<file path="src/rtl/mouse_link_pkg.sv">
// Shared types, tag codes and serial timing constants for the mouse position link.
package mouse_link_pkg;

  typedef enum logic [2:0] {
    OP_NOP    = 3'b000,
    OP_SEND_Y = 3'b110,
    OP_SEND_X = 3'b111
  } opcode_t;

  typedef enum logic [1:0] {
    CTL_WAIT,
    CTL_SEND_LO,
    CTL_SEND_HI
  } ctl_state_t;

  // Tags sit in the low three bits of each reply byte.
  localparam logic [2:0] TAG_X_LO = 3'b001;
  localparam logic [2:0] TAG_X_HI = 3'b010;
  localparam logic [2:0] TAG_Y_LO = 3'b011;
  localparam logic [2:0] TAG_Y_HI = 3'b100;

  localparam int POS_W   = 12;
  localparam int POS_MAX = 1023; // Ten bit coordinate range.

  localparam int BAUD_DIV   = 8; // Cycles per serial bit.
  localparam int BAUD_CNT_W = $clog2(BAUD_DIV);
  localparam logic [BAUD_CNT_W-1:0] BAUD_LAST = BAUD_CNT_W'(BAUD_DIV - 1);
  // First wait is half a bit, less the two sync stages of the receiver.
  localparam logic [BAUD_CNT_W-1:0] BAUD_HALF = BAUD_CNT_W'(BAUD_DIV / 2 - 2);

  localparam int FIFO_DEPTH = 4;
  localparam int FIFO_PTR_W = $clog2(FIFO_DEPTH);

endpackage

</file>
<file path="src/rtl/uart_rx.sv">
// Serial receiver that turns 8N1 frames on the rx line into command byte strobes.
`timescale 1ns/1ns

module uart_rx (
  input  logic       clk,
  input  logic       rst,
  input  logic       rx,
  output logic [7:0] rx_byte,
  output logic       rx_valid
);

  typedef enum logic {RX_IDLE, RX_SHIFT} rx_state_t;

  rx_state_t                             state;
  logic                                  rx_meta;
  logic                                  rx_sync;
  logic [mouse_link_pkg::BAUD_CNT_W-1:0] baud_cnt;
  logic [3:0]                            bit_cnt; // 0 start, 1..8 data, 9 stop.
  logic                                  sample;

  always_ff @(posedge clk) begin
    if (rst) begin
      rx_meta <= 1'b1;
      rx_sync <= 1'b1;
    end else begin
      rx_meta <= rx;
      rx_sync <= rx_meta;
    end
  end

  assign sample = (state == RX_SHIFT) && (baud_cnt == '0);

  always_ff @(posedge clk) begin
    if (rst) begin
      state    <= RX_IDLE;
      baud_cnt <= '0;
      bit_cnt  <= '0;
      rx_valid <= 1'b0;
    end else begin
      rx_valid <= 1'b0;
      case (state)
        RX_IDLE: begin
          if (!rx_sync) begin // Start edge.
            state    <= RX_SHIFT;
            baud_cnt <= mouse_link_pkg::BAUD_HALF;
            bit_cnt  <= '0;
          end
        end
        RX_SHIFT: begin
          if (!sample) begin
            baud_cnt <= baud_cnt - 1'b1;
          end else begin
            baud_cnt <= mouse_link_pkg::BAUD_LAST;
            bit_cnt  <= bit_cnt + 1'b1;
            if (bit_cnt == 4'd0 && rx_sync) begin
              state <= RX_IDLE; // Glitch, start bit gone at mid-bit.
            end else if (bit_cnt == 4'd9) begin
              state    <= RX_IDLE;
              rx_valid <= rx_sync; // Low stop bit drops the frame.
            end
          end
        end
        default: state <= RX_IDLE;
      endcase
    end
  end

  // Data bits arrive LSB first.
  always_ff @(posedge clk) begin
    if (sample && bit_cnt >= 4'd1 && bit_cnt <= 4'd8) begin
      rx_byte <= {rx_sync, rx_byte[7:1]};
    end
  end

endmodule

</file>
<file path="src/rtl/mouse_ctl.sv">
// Control FSM that decodes command opcodes and queues the tagged coordinate bytes.
`timescale 1ns/1ns

module mouse_ctl (
  input  logic                             clk,
  input  logic                             rst,
  input  logic [7:0]                       rx_byte,
  input  logic                             rx_valid,
  input  logic [mouse_link_pkg::POS_W-1:0] xpos,
  input  logic [mouse_link_pkg::POS_W-1:0] ypos,
  input  logic                             full,
  output logic                             push,
  output logic [7:0]                       push_byte
);

  mouse_link_pkg::ctl_state_t       state;
  mouse_link_pkg::ctl_state_t       state_nxt;
  mouse_link_pkg::opcode_t          opcode;
  logic                             cmd_send;
  logic                             cmd_y;
  logic [mouse_link_pkg::POS_W-1:0] raw_pos;
  logic [9:0]                       clamped;
  logic [9:0]                       pos;  // Latched at command acceptance.
  logic                             pos_y;
  logic [2:0]                       lo_tag;
  logic [2:0]                       hi_tag;

  assign opcode = mouse_link_pkg::opcode_t'(rx_byte[2:0]);

  always_comb begin
    cmd_send = 1'b1;
    cmd_y    = 1'b0;
    case (opcode)
      mouse_link_pkg::OP_SEND_X: cmd_y = 1'b0;
      mouse_link_pkg::OP_SEND_Y: cmd_y = 1'b1;
      mouse_link_pkg::OP_NOP:    cmd_send = 1'b0;
      default:                   cmd_send = 1'b0; // Unused codes act as a NOP.
    endcase
  end

  assign raw_pos = cmd_y ? ypos : xpos;
  // 1023 is all ten bits set.
  assign clamped = (raw_pos > mouse_link_pkg::POS_MAX) ? '1 : raw_pos[9:0];

  always_comb begin
    state_nxt = state;
    case (state)
      mouse_link_pkg::CTL_WAIT: begin
        if (rx_valid && cmd_send) begin
          state_nxt = mouse_link_pkg::CTL_SEND_LO;
        end
      end
      mouse_link_pkg::CTL_SEND_LO: begin
        if (!full) begin
          state_nxt = mouse_link_pkg::CTL_SEND_HI;
        end
      end
      mouse_link_pkg::CTL_SEND_HI: begin
        if (!full) begin
          state_nxt = mouse_link_pkg::CTL_WAIT;
        end
      end
      default: state_nxt = mouse_link_pkg::CTL_WAIT;
    endcase
  end

  always_ff @(posedge clk) begin
    if (rst) begin
      state <= mouse_link_pkg::CTL_WAIT;
    end else begin
      state <= state_nxt;
    end
  end

  always_ff @(posedge clk) begin
    if (state == mouse_link_pkg::CTL_WAIT && rx_valid && cmd_send) begin
      pos   <= clamped;
      pos_y <= cmd_y;
    end
  end

  assign lo_tag = pos_y ? mouse_link_pkg::TAG_Y_LO : mouse_link_pkg::TAG_X_LO;
  assign hi_tag = pos_y ? mouse_link_pkg::TAG_Y_HI : mouse_link_pkg::TAG_X_HI;

  // Both send states push once the queue has room.
  assign push = ((state == mouse_link_pkg::CTL_SEND_LO) ||
                 (state == mouse_link_pkg::CTL_SEND_HI)) && !full;

  assign push_byte = (state == mouse_link_pkg::CTL_SEND_HI) ? {pos[9:5], hi_tag}
                                                            : {pos[4:0], lo_tag};

endmodule

</file>
<file path="src/rtl/tx_fifo.sv">
// Small circular byte queue between the control FSM and the transmitter.
`timescale 1ns/1ns

module tx_fifo (
  input  logic       clk,
  input  logic       rst,
  input  logic       push,
  input  logic [7:0] push_byte,
  input  logic       pop,
  output logic [7:0] pop_byte,
  output logic       full,
  output logic       empty
);

  logic [7:0]                            mem [mouse_link_pkg::FIFO_DEPTH];
  logic [mouse_link_pkg::FIFO_PTR_W-1:0] wr_ptr;
  logic [mouse_link_pkg::FIFO_PTR_W-1:0] rd_ptr;
  logic [mouse_link_pkg::FIFO_PTR_W:0]   count;
  logic                                  do_push;
  logic                                  do_pop;

  assign full    = count[mouse_link_pkg::FIFO_PTR_W]; // Depth is a power of two.
  assign empty   = (count == '0);
  assign do_push = push && !full;
  assign do_pop  = pop && !empty;

  always_ff @(posedge clk) begin
    if (do_push) begin
      mem[wr_ptr] <= push_byte;
    end
  end

  always_ff @(posedge clk) begin
    if (rst) begin
      wr_ptr <= '0;
      rd_ptr <= '0;
      count  <= '0;
    end else begin
      if (do_push) wr_ptr <= wr_ptr + 1'b1; // Pointers wrap on their own.
      if (do_pop) rd_ptr <= rd_ptr + 1'b1;
      case ({do_push, do_pop})
        2'b10:   count <= count + 1'b1;
        2'b01:   count <= count - 1'b1;
        default: count <= count;
      endcase
    end
  end

  assign pop_byte = mem[rd_ptr];

endmodule

</file>
<file path="src/rtl/uart_tx.sv">
// Serial transmitter that pops queued bytes and shifts them out as 8N1 frames.
`timescale 1ns/1ns

module uart_tx (
  input  logic       clk,
  input  logic       rst,
  input  logic       empty,
  input  logic [7:0] pop_byte,
  output logic       pop,
  output logic       tx
);

  typedef enum logic {TX_IDLE, TX_SHIFT} tx_state_t;

  tx_state_t                             state;
  logic [mouse_link_pkg::BAUD_CNT_W-1:0] baud_cnt;
  logic [3:0]                            bit_cnt;
  logic [9:0]                            frame;   // Stop, data, start.

  assign pop = (state == TX_IDLE) && !empty;

  always_ff @(posedge clk) begin
    if (rst) begin
      state    <= TX_IDLE;
      baud_cnt <= '0;
      bit_cnt  <= '0;
    end else begin
      case (state)
        TX_IDLE: begin
          if (pop) begin
            state    <= TX_SHIFT;
            baud_cnt <= mouse_link_pkg::BAUD_LAST;
            bit_cnt  <= '0;
          end
        end
        TX_SHIFT: begin
          if (baud_cnt != '0) begin
            baud_cnt <= baud_cnt - 1'b1;
          end else if (bit_cnt == 4'd9) begin
            state <= TX_IDLE; // Stop bit done.
          end else begin
            baud_cnt <= mouse_link_pkg::BAUD_LAST;
            bit_cnt  <= bit_cnt + 1'b1;
          end
        end
        default: state <= TX_IDLE;
      endcase
    end
  end

  always_ff @(posedge clk) begin
    if (pop) begin
      frame <= {1'b1, pop_byte, 1'b0};
    end else if (state == TX_SHIFT && baud_cnt == '0) begin
      frame <= {1'b1, frame[9:1]};
    end
  end

  assign tx = (state == TX_SHIFT) ? frame[0] : 1'b1;

endmodule

</file>
<file path="src/rtl/mouse_link.sv">
// Mouse position link top level joining receiver, control, queue and transmitter.
`timescale 1ns/1ns

module mouse_link (
  input  logic                             clk,
  input  logic                             rst,
  input  logic                             rx,
  input  logic [mouse_link_pkg::POS_W-1:0] xpos,
  input  logic [mouse_link_pkg::POS_W-1:0] ypos,
  output logic                             tx
);

  logic [7:0] rx_byte;
  logic       rx_valid;
  logic       push;
  logic [7:0] push_byte;
  logic       full;
  logic       pop;
  logic [7:0] pop_byte;
  logic       empty;

  uart_rx u_uart_rx (
    .clk      (clk),
    .rst      (rst),
    .rx       (rx),
    .rx_byte  (rx_byte),
    .rx_valid (rx_valid)
  );

  mouse_ctl u_mouse_ctl (
    .clk       (clk),
    .rst       (rst),
    .rx_byte   (rx_byte),
    .rx_valid  (rx_valid),
    .xpos      (xpos),
    .ypos      (ypos),
    .full      (full),
    .push      (push),
    .push_byte (push_byte)
  );

  tx_fifo u_tx_fifo (
    .clk       (clk),
    .rst       (rst),
    .push      (push),
    .push_byte (push_byte),
    .pop       (pop),
    .pop_byte  (pop_byte),
    .full      (full),
    .empty     (empty)
  );

  uart_tx u_uart_tx (
    .clk      (clk),
    .rst      (rst),
    .empty    (empty),
    .pop_byte (pop_byte),
    .pop      (pop),
    .tx       (tx)
  );

endmodule

</file>
<file path="config.mk">
export PLATFORM = sky130hd
export DESIGN_NAME = mouse_link
export DESIGN_NICKNAME = d
export VERILOG_FILES = /design/src/rtl/mouse_link_pkg.sv /design/src/rtl/uart_rx.sv /design/src/rtl/mouse_ctl.sv /design/src/rtl/tx_fifo.sv /design/src/rtl/uart_tx.sv /design/src/rtl/mouse_link.sv
export SDC_FILE = /design/constraint.sdc
export NUM_CORES = 1
export LEC_CHECK = 0
export BUFFER_PORTS_ARGS = -buffer_cell sky130_fd_sc_hd__buf_2
export CAP_MARGIN = 20
export CORE_MARGIN = 3
export CORE_UTILIZATION = 60
export CTS_BUF_LIST = sky130_fd_sc_hd__clkbuf_4 sky130_fd_sc_hd__clkbuf_8
export DETAILED_ROUTE_END_ITERATION = 8
export GPL_ROUTABILITY_DRIVEN = 0
export MAX_ROUTING_LAYER = met4
export PLACE_DENSITY_LB_ADDON = 0.1
export SETUP_SLACK_MARGIN = 0.2
export SYNTH_ARGS = -nofsm -noshare
export SYNTH_HDL_FRONTEND = slang
export SYNTH_SLANG_ARGS = --single-unit
</file>
<file path="constraint.sdc">
create_clock -name clk -period 5.6 [get_ports clk]
set_input_delay 0.84 -clock clk [delete_from_list [all_inputs] [get_ports clk]]
set_output_delay 0.84 -clock clk [all_outputs]
set_load 0.02 [all_outputs]
</file>
=== Yosys cells after proc, flatten, opt, wreduce, memory -nomap -nowiden ===
Memory sizes are Yosys's and may differ from the RTL's. A register that Yosys moved wholly into a read port is not among the register bits.
Index checks and enable logic that the tools add are counted.

* Add/subtract/negate cells: 8
* Order comparisons: 3
* Equal/unequal tests: 17
* Multiplexer cells: 41
* Bitwise operators: 4
* Reduce and logical (&&, ||, !) cells: 29

{| class="wikitable"
|+ Operators by type and width
! cell !! number
|-
| $mux W4 || 5
|-
| $mux W3 || 6
|-
| $mux W9 || 2
|-
| $pmux W3 S2 || 3
|-
| $pmux W4 S2 || 2
|-
| $ne A2 B2 Y1 const B || 7
|-
| $gt A12 B10 Y1 const B || 1
|-
| $logic_and A1 B1 Y1 || 12
|-
| $mux W1 || 12
|-
| $mux W12 || 1
|-
| $mux W2 || 6
|-
| $logic_not A3 Y1 || 3
|-
| $sub A3 B1 Y3 const B || 3
|-
| $add A4 B1 Y4 const B || 2
|-
| $eq A4 B4 Y1 const B || 2
|-
| $mux W8 || 1
|-
| $eq A3 B3 Y1 const B || 2
|-
| $pmux W2 S3 || 1
|-
| $reduce_and A3 Y1 || 2
|-
| $reduce_or A5 Y1 || 1
|-
| $add A2 B1 Y2 const B || 2
|-
| $eq A2 B1 Y1 const B || 2
|-
| $eq A2 B2 Y1 const B || 2
|-
| $ge A4 B1 Y1 const B || 1
|-
| other kinds (14) || 21
|}

* Register bits: 56
* Memory bits (writable): 32
* Output and inout bits: 1
* Memories kept: 1

{| class="wikitable"
|+ Memory list
! memory !! words !! bits a word !! rd ports !! clocked after memory_dff !! wr ports !! RTL line !! RTL
|-
| u_tx_fifo.mem || 4 || 8 || 1 || 1 || 1 || tx_fifo.sv:15 || <nowiki>logic [7:0] mem [mouse_link_pkg::FIFO_DEPTH];</nowiki>
|}

=== Longest topological paths before layout ===
* Word-level depth: 6
* Mapped depth: 11

=== Cells and area by module ===
A second synthesis with hierarchy kept.

* Cells, all modules: 310
* Area, all modules: 4,053.9 um2

{| class="wikitable"
|+ Modules (own cells, without submodules)
! module !! times used !! cells an instance !! area each (um2) !! sequential area each (um2)
|-
| tx_fifo || 1 || 93 || 1,611.5 || 1,141.1
|-
| uart_tx || 1 || 75 || 849.6 || 420.4
|-
| uart_rx || 1 || 66 || 809.5 || 460.4
|-
| mouse_ctl || 1 || 76 || 783.3 || 370.4
|}

=== Least setup slack after synthesis ===
No wires, ideal clock.

* Path type: register -> register
* Start point: register u_mouse_ctl.state[0]
* End point: register u_tx_fifo.count[2] in the netlist's numbering
* Setup time: 0.071 ns
* Arrival time: 2.241 ns
* Required time: 5.529 ns
* Path slack: 3.288 ns
* Stages on the path, launching flop included: 12
* Clock period less this slack: 2.312 ns
* Path through: dfxtp_1 > inv_1 > ha_1 > nor2b_1 > clkbuf_1 > inv_1 > ha_1 > inv_1 > fa_1 > xor2_1 > or3_1 > a21oi_1

* Cells in the longest elaborated chain, start to end: 6

{| class="wikitable"
|+ Ends and longest elaborated chain
! item !! RTL line !! RTL
|-
| start, declared || mouse_ctl.sv:16 || <nowiki>mouse_link_pkg::ctl_state_t state;</nowiki>
|-
| start signal, assigned || mouse_ctl.sv:69 || <nowiki>state <= mouse_link_pkg::CTL_WAIT;</nowiki>
|-
| start signal, assigned || mouse_ctl.sv:71 || <nowiki>state <= state_nxt;</nowiki>
|-
| $eq A2 B1 Y1 / $eq A2 B2 Y1 (equally long branches) || mouse_ctl.sv:86, mouse_ctl.sv:87 ||
|-
| $logic_or A1 B1 Y1 * || mouse_ctl.sv:86 || <nowiki>assign push = ((state == mouse_link_pkg::CTL_SEND_LO) ||</nowiki>
|-
| $logic_and A1 B1 Y1 * || mouse_ctl.sv:87 || <nowiki>(state == mouse_link_pkg::CTL_SEND_HI)) && !full;</nowiki>
|-
| $logic_and A1 B1 Y1 * || tx_fifo.sv:24 || <nowiki>assign do_push = push && !full;</nowiki>
|-
| $eq A2 B1 Y1 / $eq A2 B2 Y1 (equally long branches) || tx_fifo.sv:41 || <nowiki>case ({do_push, do_pop})</nowiki>
|-
| $pmux W3 S2 / $reduce_bool A2 Y1 (equally long branches) || n/a ||
|-
| end signal, assigned || tx_fifo.sv:42 || <nowiki>2'b10: count <= count + 1'b1;</nowiki>
|-
| end signal, assigned || tx_fifo.sv:43 || <nowiki>2'b01: count <= count - 1'b1;</nowiki>
|-
| end signal, assigned || tx_fifo.sv:44 || <nowiki>default: count <= count;</nowiki>
|-
| end, declared || tx_fifo.sv:18 || <nowiki>logic [mouse_link_pkg::FIFO_PTR_W:0] count;</nowiki>
|}

Every way passes the cells marked *; elsewhere a longest branch is shown, timed or not.
A chain may end at the register's enable or synchronous reset.

=== Worst setup path after layout ===
Ends and elaborated chain as after synthesis.

==> load_flow_metrics.sql <==
INSERT INTO impl_metrics (metric_group, metric, value, unit) VALUES
('status', 'status', 'finished clean', ''),
('setup_path', 'worst_r2r_startpoint', 'u_mouse_ctl.state[0]', ''),
('final_layout', 'fillerInstances', '420', ''),
('clock_network', 'clk_latency', '0.35', 'ns'),
('floorplanning', 'fp.dieW', '86.8', 'um'),
('setup_path', 'length_in_cells_of_the_worst_reg_to_reg_path', '10', ''),
('setup_path', 'crit_chain', 'inv_1 > ha_1 > nor2b_1 > inv_1 > ha_1 > inv_1 > fa_1 > xor2_1 > or3_1 > a21oi_1', ''),
('final_layout', 'post_route_cells_drive_above_1_share', '18.6', '%'),
('power_and_ir_drop', 'switchingPower', '470', 'uW'),
('power_and_ir_drop', 'seq_power_share', '50.5', '%'),
('power_and_ir_drop', 'power_frac_comb', '21.9', '%'),
('logic_synthesis', 'synth_top_cell_by_area', 'edfxtp_1', ''),
('timing', 'tightest_slew', '0.820', 'ns'),
('timing', 'finalWorstPathRequiredPeriod', '2.39', 'ns'),
('global_routing', 'first_global_vias', '2116', ''),
('power_and_ir_drop', 'internal-power', '1.26', 'mW'),
('detailed_routing', 'drt.antenna.violating_nets', '0', ''),
('power_and_ir_drop', 'swShare', '27.2', '%'),
('detailed_routing', 'detail_route.drc_violations', '0', ''),
('setup_path', 'worst_r2r_endpoint', 'u_tx_fifo.count[2]', ''),
('final_layout', 'multi_input_area', '1380', 'um2'),
('detailed_routing', 'drtPass1Iterations', '4', ''),
('setup_path', 'critical_path.top_delay_family', 'adder cells', ''),
('detailed_routing', 'routedWlPerCell', '13.9', 'um'),
('timing', 'fmax', '419', 'MHz'),
('setup_path', 'cp_num_cells', '10', ''),
('floorplanning', 'die_area', '7540', 'um2'),
('logic_synthesis', 'largest_family_of_logic_cells_by_synthesized_area', 'simple AND/OR/NAND/NOR gates', ''),
('logic_synthesis', 'syn_avg_cell_area', '13.0', 'um2'),
('clock_network', 'cts-buffers-inserted', '9', ''),
('logic_synthesis', 'synth.lib_cells_used.distinct', '50', ''),
('clock_network', 'htree_num_levels', '3', ''),
('setup_path', 'critical_path.startpoint_type', 'register', ''),
('place', 'placedInstanceArea', '4080', 'um2'),
('final_layout', 'ff_latch_area', '2390', 'um2'),
('global_routing', 'largest_net_degree_at_the_start_of_global_routing', '30', ''),
('floorplanning', 'die-height', '86.8', 'um'),
('flow_run', 'max_cap_viols', '0', ''),
('timing', 'relSlewSlack', '45.1', '%'),
('detailed_routing', 'drt_wl_total', '5.68', 'mm'),
('detailed_routing', 'routedLengthMet1', '2.72', 'mm'),
('timing', 'layout_worst_path_cycle_share', '42.6', '%'),
('logic_synthesis', 'yosys_register_bits', '90', ''),
('logic_synthesis', 'synth-compound-area-share', '9.00', '%'),
('floorplanning', 'i_o_pins', '28', ''),
('timing', 'final-setup-viol-count', '0', ''),
('clock_network', 'cts-hold-fix-buffers', '0', ''),
('logic_synthesis', 'synthArstFlopShare', '0', '%'),
('detailed_routing', 'detailroute.via_count', '2240', ''),
('setup_path', 'setup.worst_path.start', 'u_mouse_ctl.state[0]', ''),
('place', 'dp_cells', '391', ''),
('floorplanning', 'rows', '28', ''),
('final_layout', 'layoutNonFillerInstCount', '408', ''),
('logic_synthesis', 'synthAdderAreaFrac', '6.90', '%'),
('final_layout', 'nets_finish', '376', ''),
('logic_synthesis', 'simple_gate_share_of_the_synthesized_area', '11.2', '%'),
('logic_synthesis', 'synth_flop_cell', 'edfxtp_1', ''),
('final_layout', 'final_core_util', '70.3', '%'),
('logic_synthesis', 'yosysSeqAreaShare', '61.0', '%'),
('clock_network', 'ctsRootBufferMaster', 'clkbuf_8', ''),
('final_layout', 'antenna_cells', '0', ''),
('timing', 'totalNegativeSetupSlack', '0', 'ns'),
('setup_path', 'worst_path_largest_cell_delay', '0.43', 'ns'),
('timing', 'setup_ws', '3.21', 'ns'),
('setup_path', 'path_buf_inv', '3', ''),
('clock_network', 'ctsResizeCount', '0', ''),
('timing', 'unrepaired_setup_endpoints_after_global_routing', 'no', ''),
('final_layout', 'postLayoutCellArea', '4310', 'um2'),
('detailed_routing', 'wl_met2', '2.67', 'mm'),
('power_and_ir_drop', 'pwr-share-clk', '27.6', '%'),
('logic_synthesis', 'synth-warning-count', '0', '');
## metrics by stage
stage          power [mW]  hold WS [ns]
2_1_floorplan        1.19         0.389
3_3_place_gp         1.26         0.394
3_5_place_dp         1.27         0.401
4_1_cts              1.75         0.425
5_1_grt              1.83         0.437
6_report             1.73         0.421
## cell type report
| class | instances | area share, % |
|---|---|---|
| repair buffers | 29 | 3.43 |
| well taps | 75 | 2.18 |
| clock inverters | 4 | 1.77 |
| flip-flops and latches | 90 | 55.5 |
| clock buffers | 12 | 3.40 |
| multi-input cells | 179 | 32.1 |
| inverters | 19 | 1.66 |
## logic make-up (layout without fill, tap and decap cells)
| group | Yosys count | after routing |
|---|---|---|
| XOR/XNOR | 7 | 7 |
| flip-flops | 90 | 90 |
| buffers and inverters | 33 | 64 |
| multiplexers | 15 | 15 |
| AND/OR/NAND/NOR | 86 | 86 |
| AO/OA/AOI/OAI | 50 | 50 |
| adder cells (fa/ha/maj) | 21 | 21 |
## sequential cells by signal (all words and copies together), names as in the netlist, 2 cells and up, named ones only
register,cells
u_uart_tx.frame,9
u_tx_fifo.mem,32
u_tx_fifo.rd_ptr,2
u_tx_fifo.count,3
u_uart_rx.rx_byte,8
u_uart_tx.baud_cnt,3
u_uart_rx.baud_cnt,3
u_uart_tx.bit_cnt,4
u_tx_fifo.wr_ptr,2
u_mouse_ctl.state,2
u_mouse_ctl.pos,10
u_uart_rx.bit_cnt,4
## how the worst min path moves through the flow
stage / from / to / slack, ns / depth (start not counted)
after detailed placement: u_uart_rx.rx_meta / u_uart_rx.rx_sync / 0.40 / 1
final: u_uart_rx.rx_meta / u_uart_rx.rx_sync / 0.42 / 1
after global routing: u_uart_rx.rx_meta / u_uart_rx.rx_sync / 0.44 / 1
after CTS: u_uart_rx.rx_meta / u_uart_rx.rx_sync / 0.43 / 1
after global placement: u_uart_rx.rx_meta / u_uart_rx.rx_sync / 0.39 / 1
after floorplan: u_uart_rx.rx_meta / u_uart_rx.rx_sync / 0.39 / 1
## power by group through the flow
stage	clock (mW)	combinational, mW	sequential (mW)
finish	0.477	0.379	0.873
global route	0.511	0.432	0.888
CTS	0.489	0.385	0.876
detailed placement	0	0.382	0.892
global placement	0	0.369	0.888
floorplan	0	0.336	0.858
## per-layer routing
metal	vias up	GRT usage, %
met4	0	7.65
met1	1053	22.5
li1	1139	-
met2	39	25.8
met3	9	3.42
met5	-	-
## cells in the mapped netlist, types with 3 or more instances
cell type,number
mux2_2,5
a22o_1,7
a211oi_1,5
nand2_1,15
inv_1,19
buf_2,5
ha_1,20
nor3_1,6
clkbuf_1,6
mux4_2,8
edfxtp_1,59
dfxtp_1,31
nand3_1,3
nor2_1,31
a21o_1,3
xnor2_1,3
o21ai_1,3
nor2b_1,3
and2_1,4
o21ai_0,11
nand2b_1,3
or3_1,3
xor2_1,4
a21oi_1,9
## layout by cell type (no fill, tap or decap), drive strengths merged, types with 4 or more instances in the layout
cell	count
edfxtp	59
xor2	4
mux2	5
a211oi	5
dfxtp	31
nor2	31
a22o	7
ha	20
a21oi	9
nor3	6
o21ai	14
clkbuf	13
and2	4
inv	20
nand2	15
mux4	8
buf	28
(Power assumes the default switching activity.)
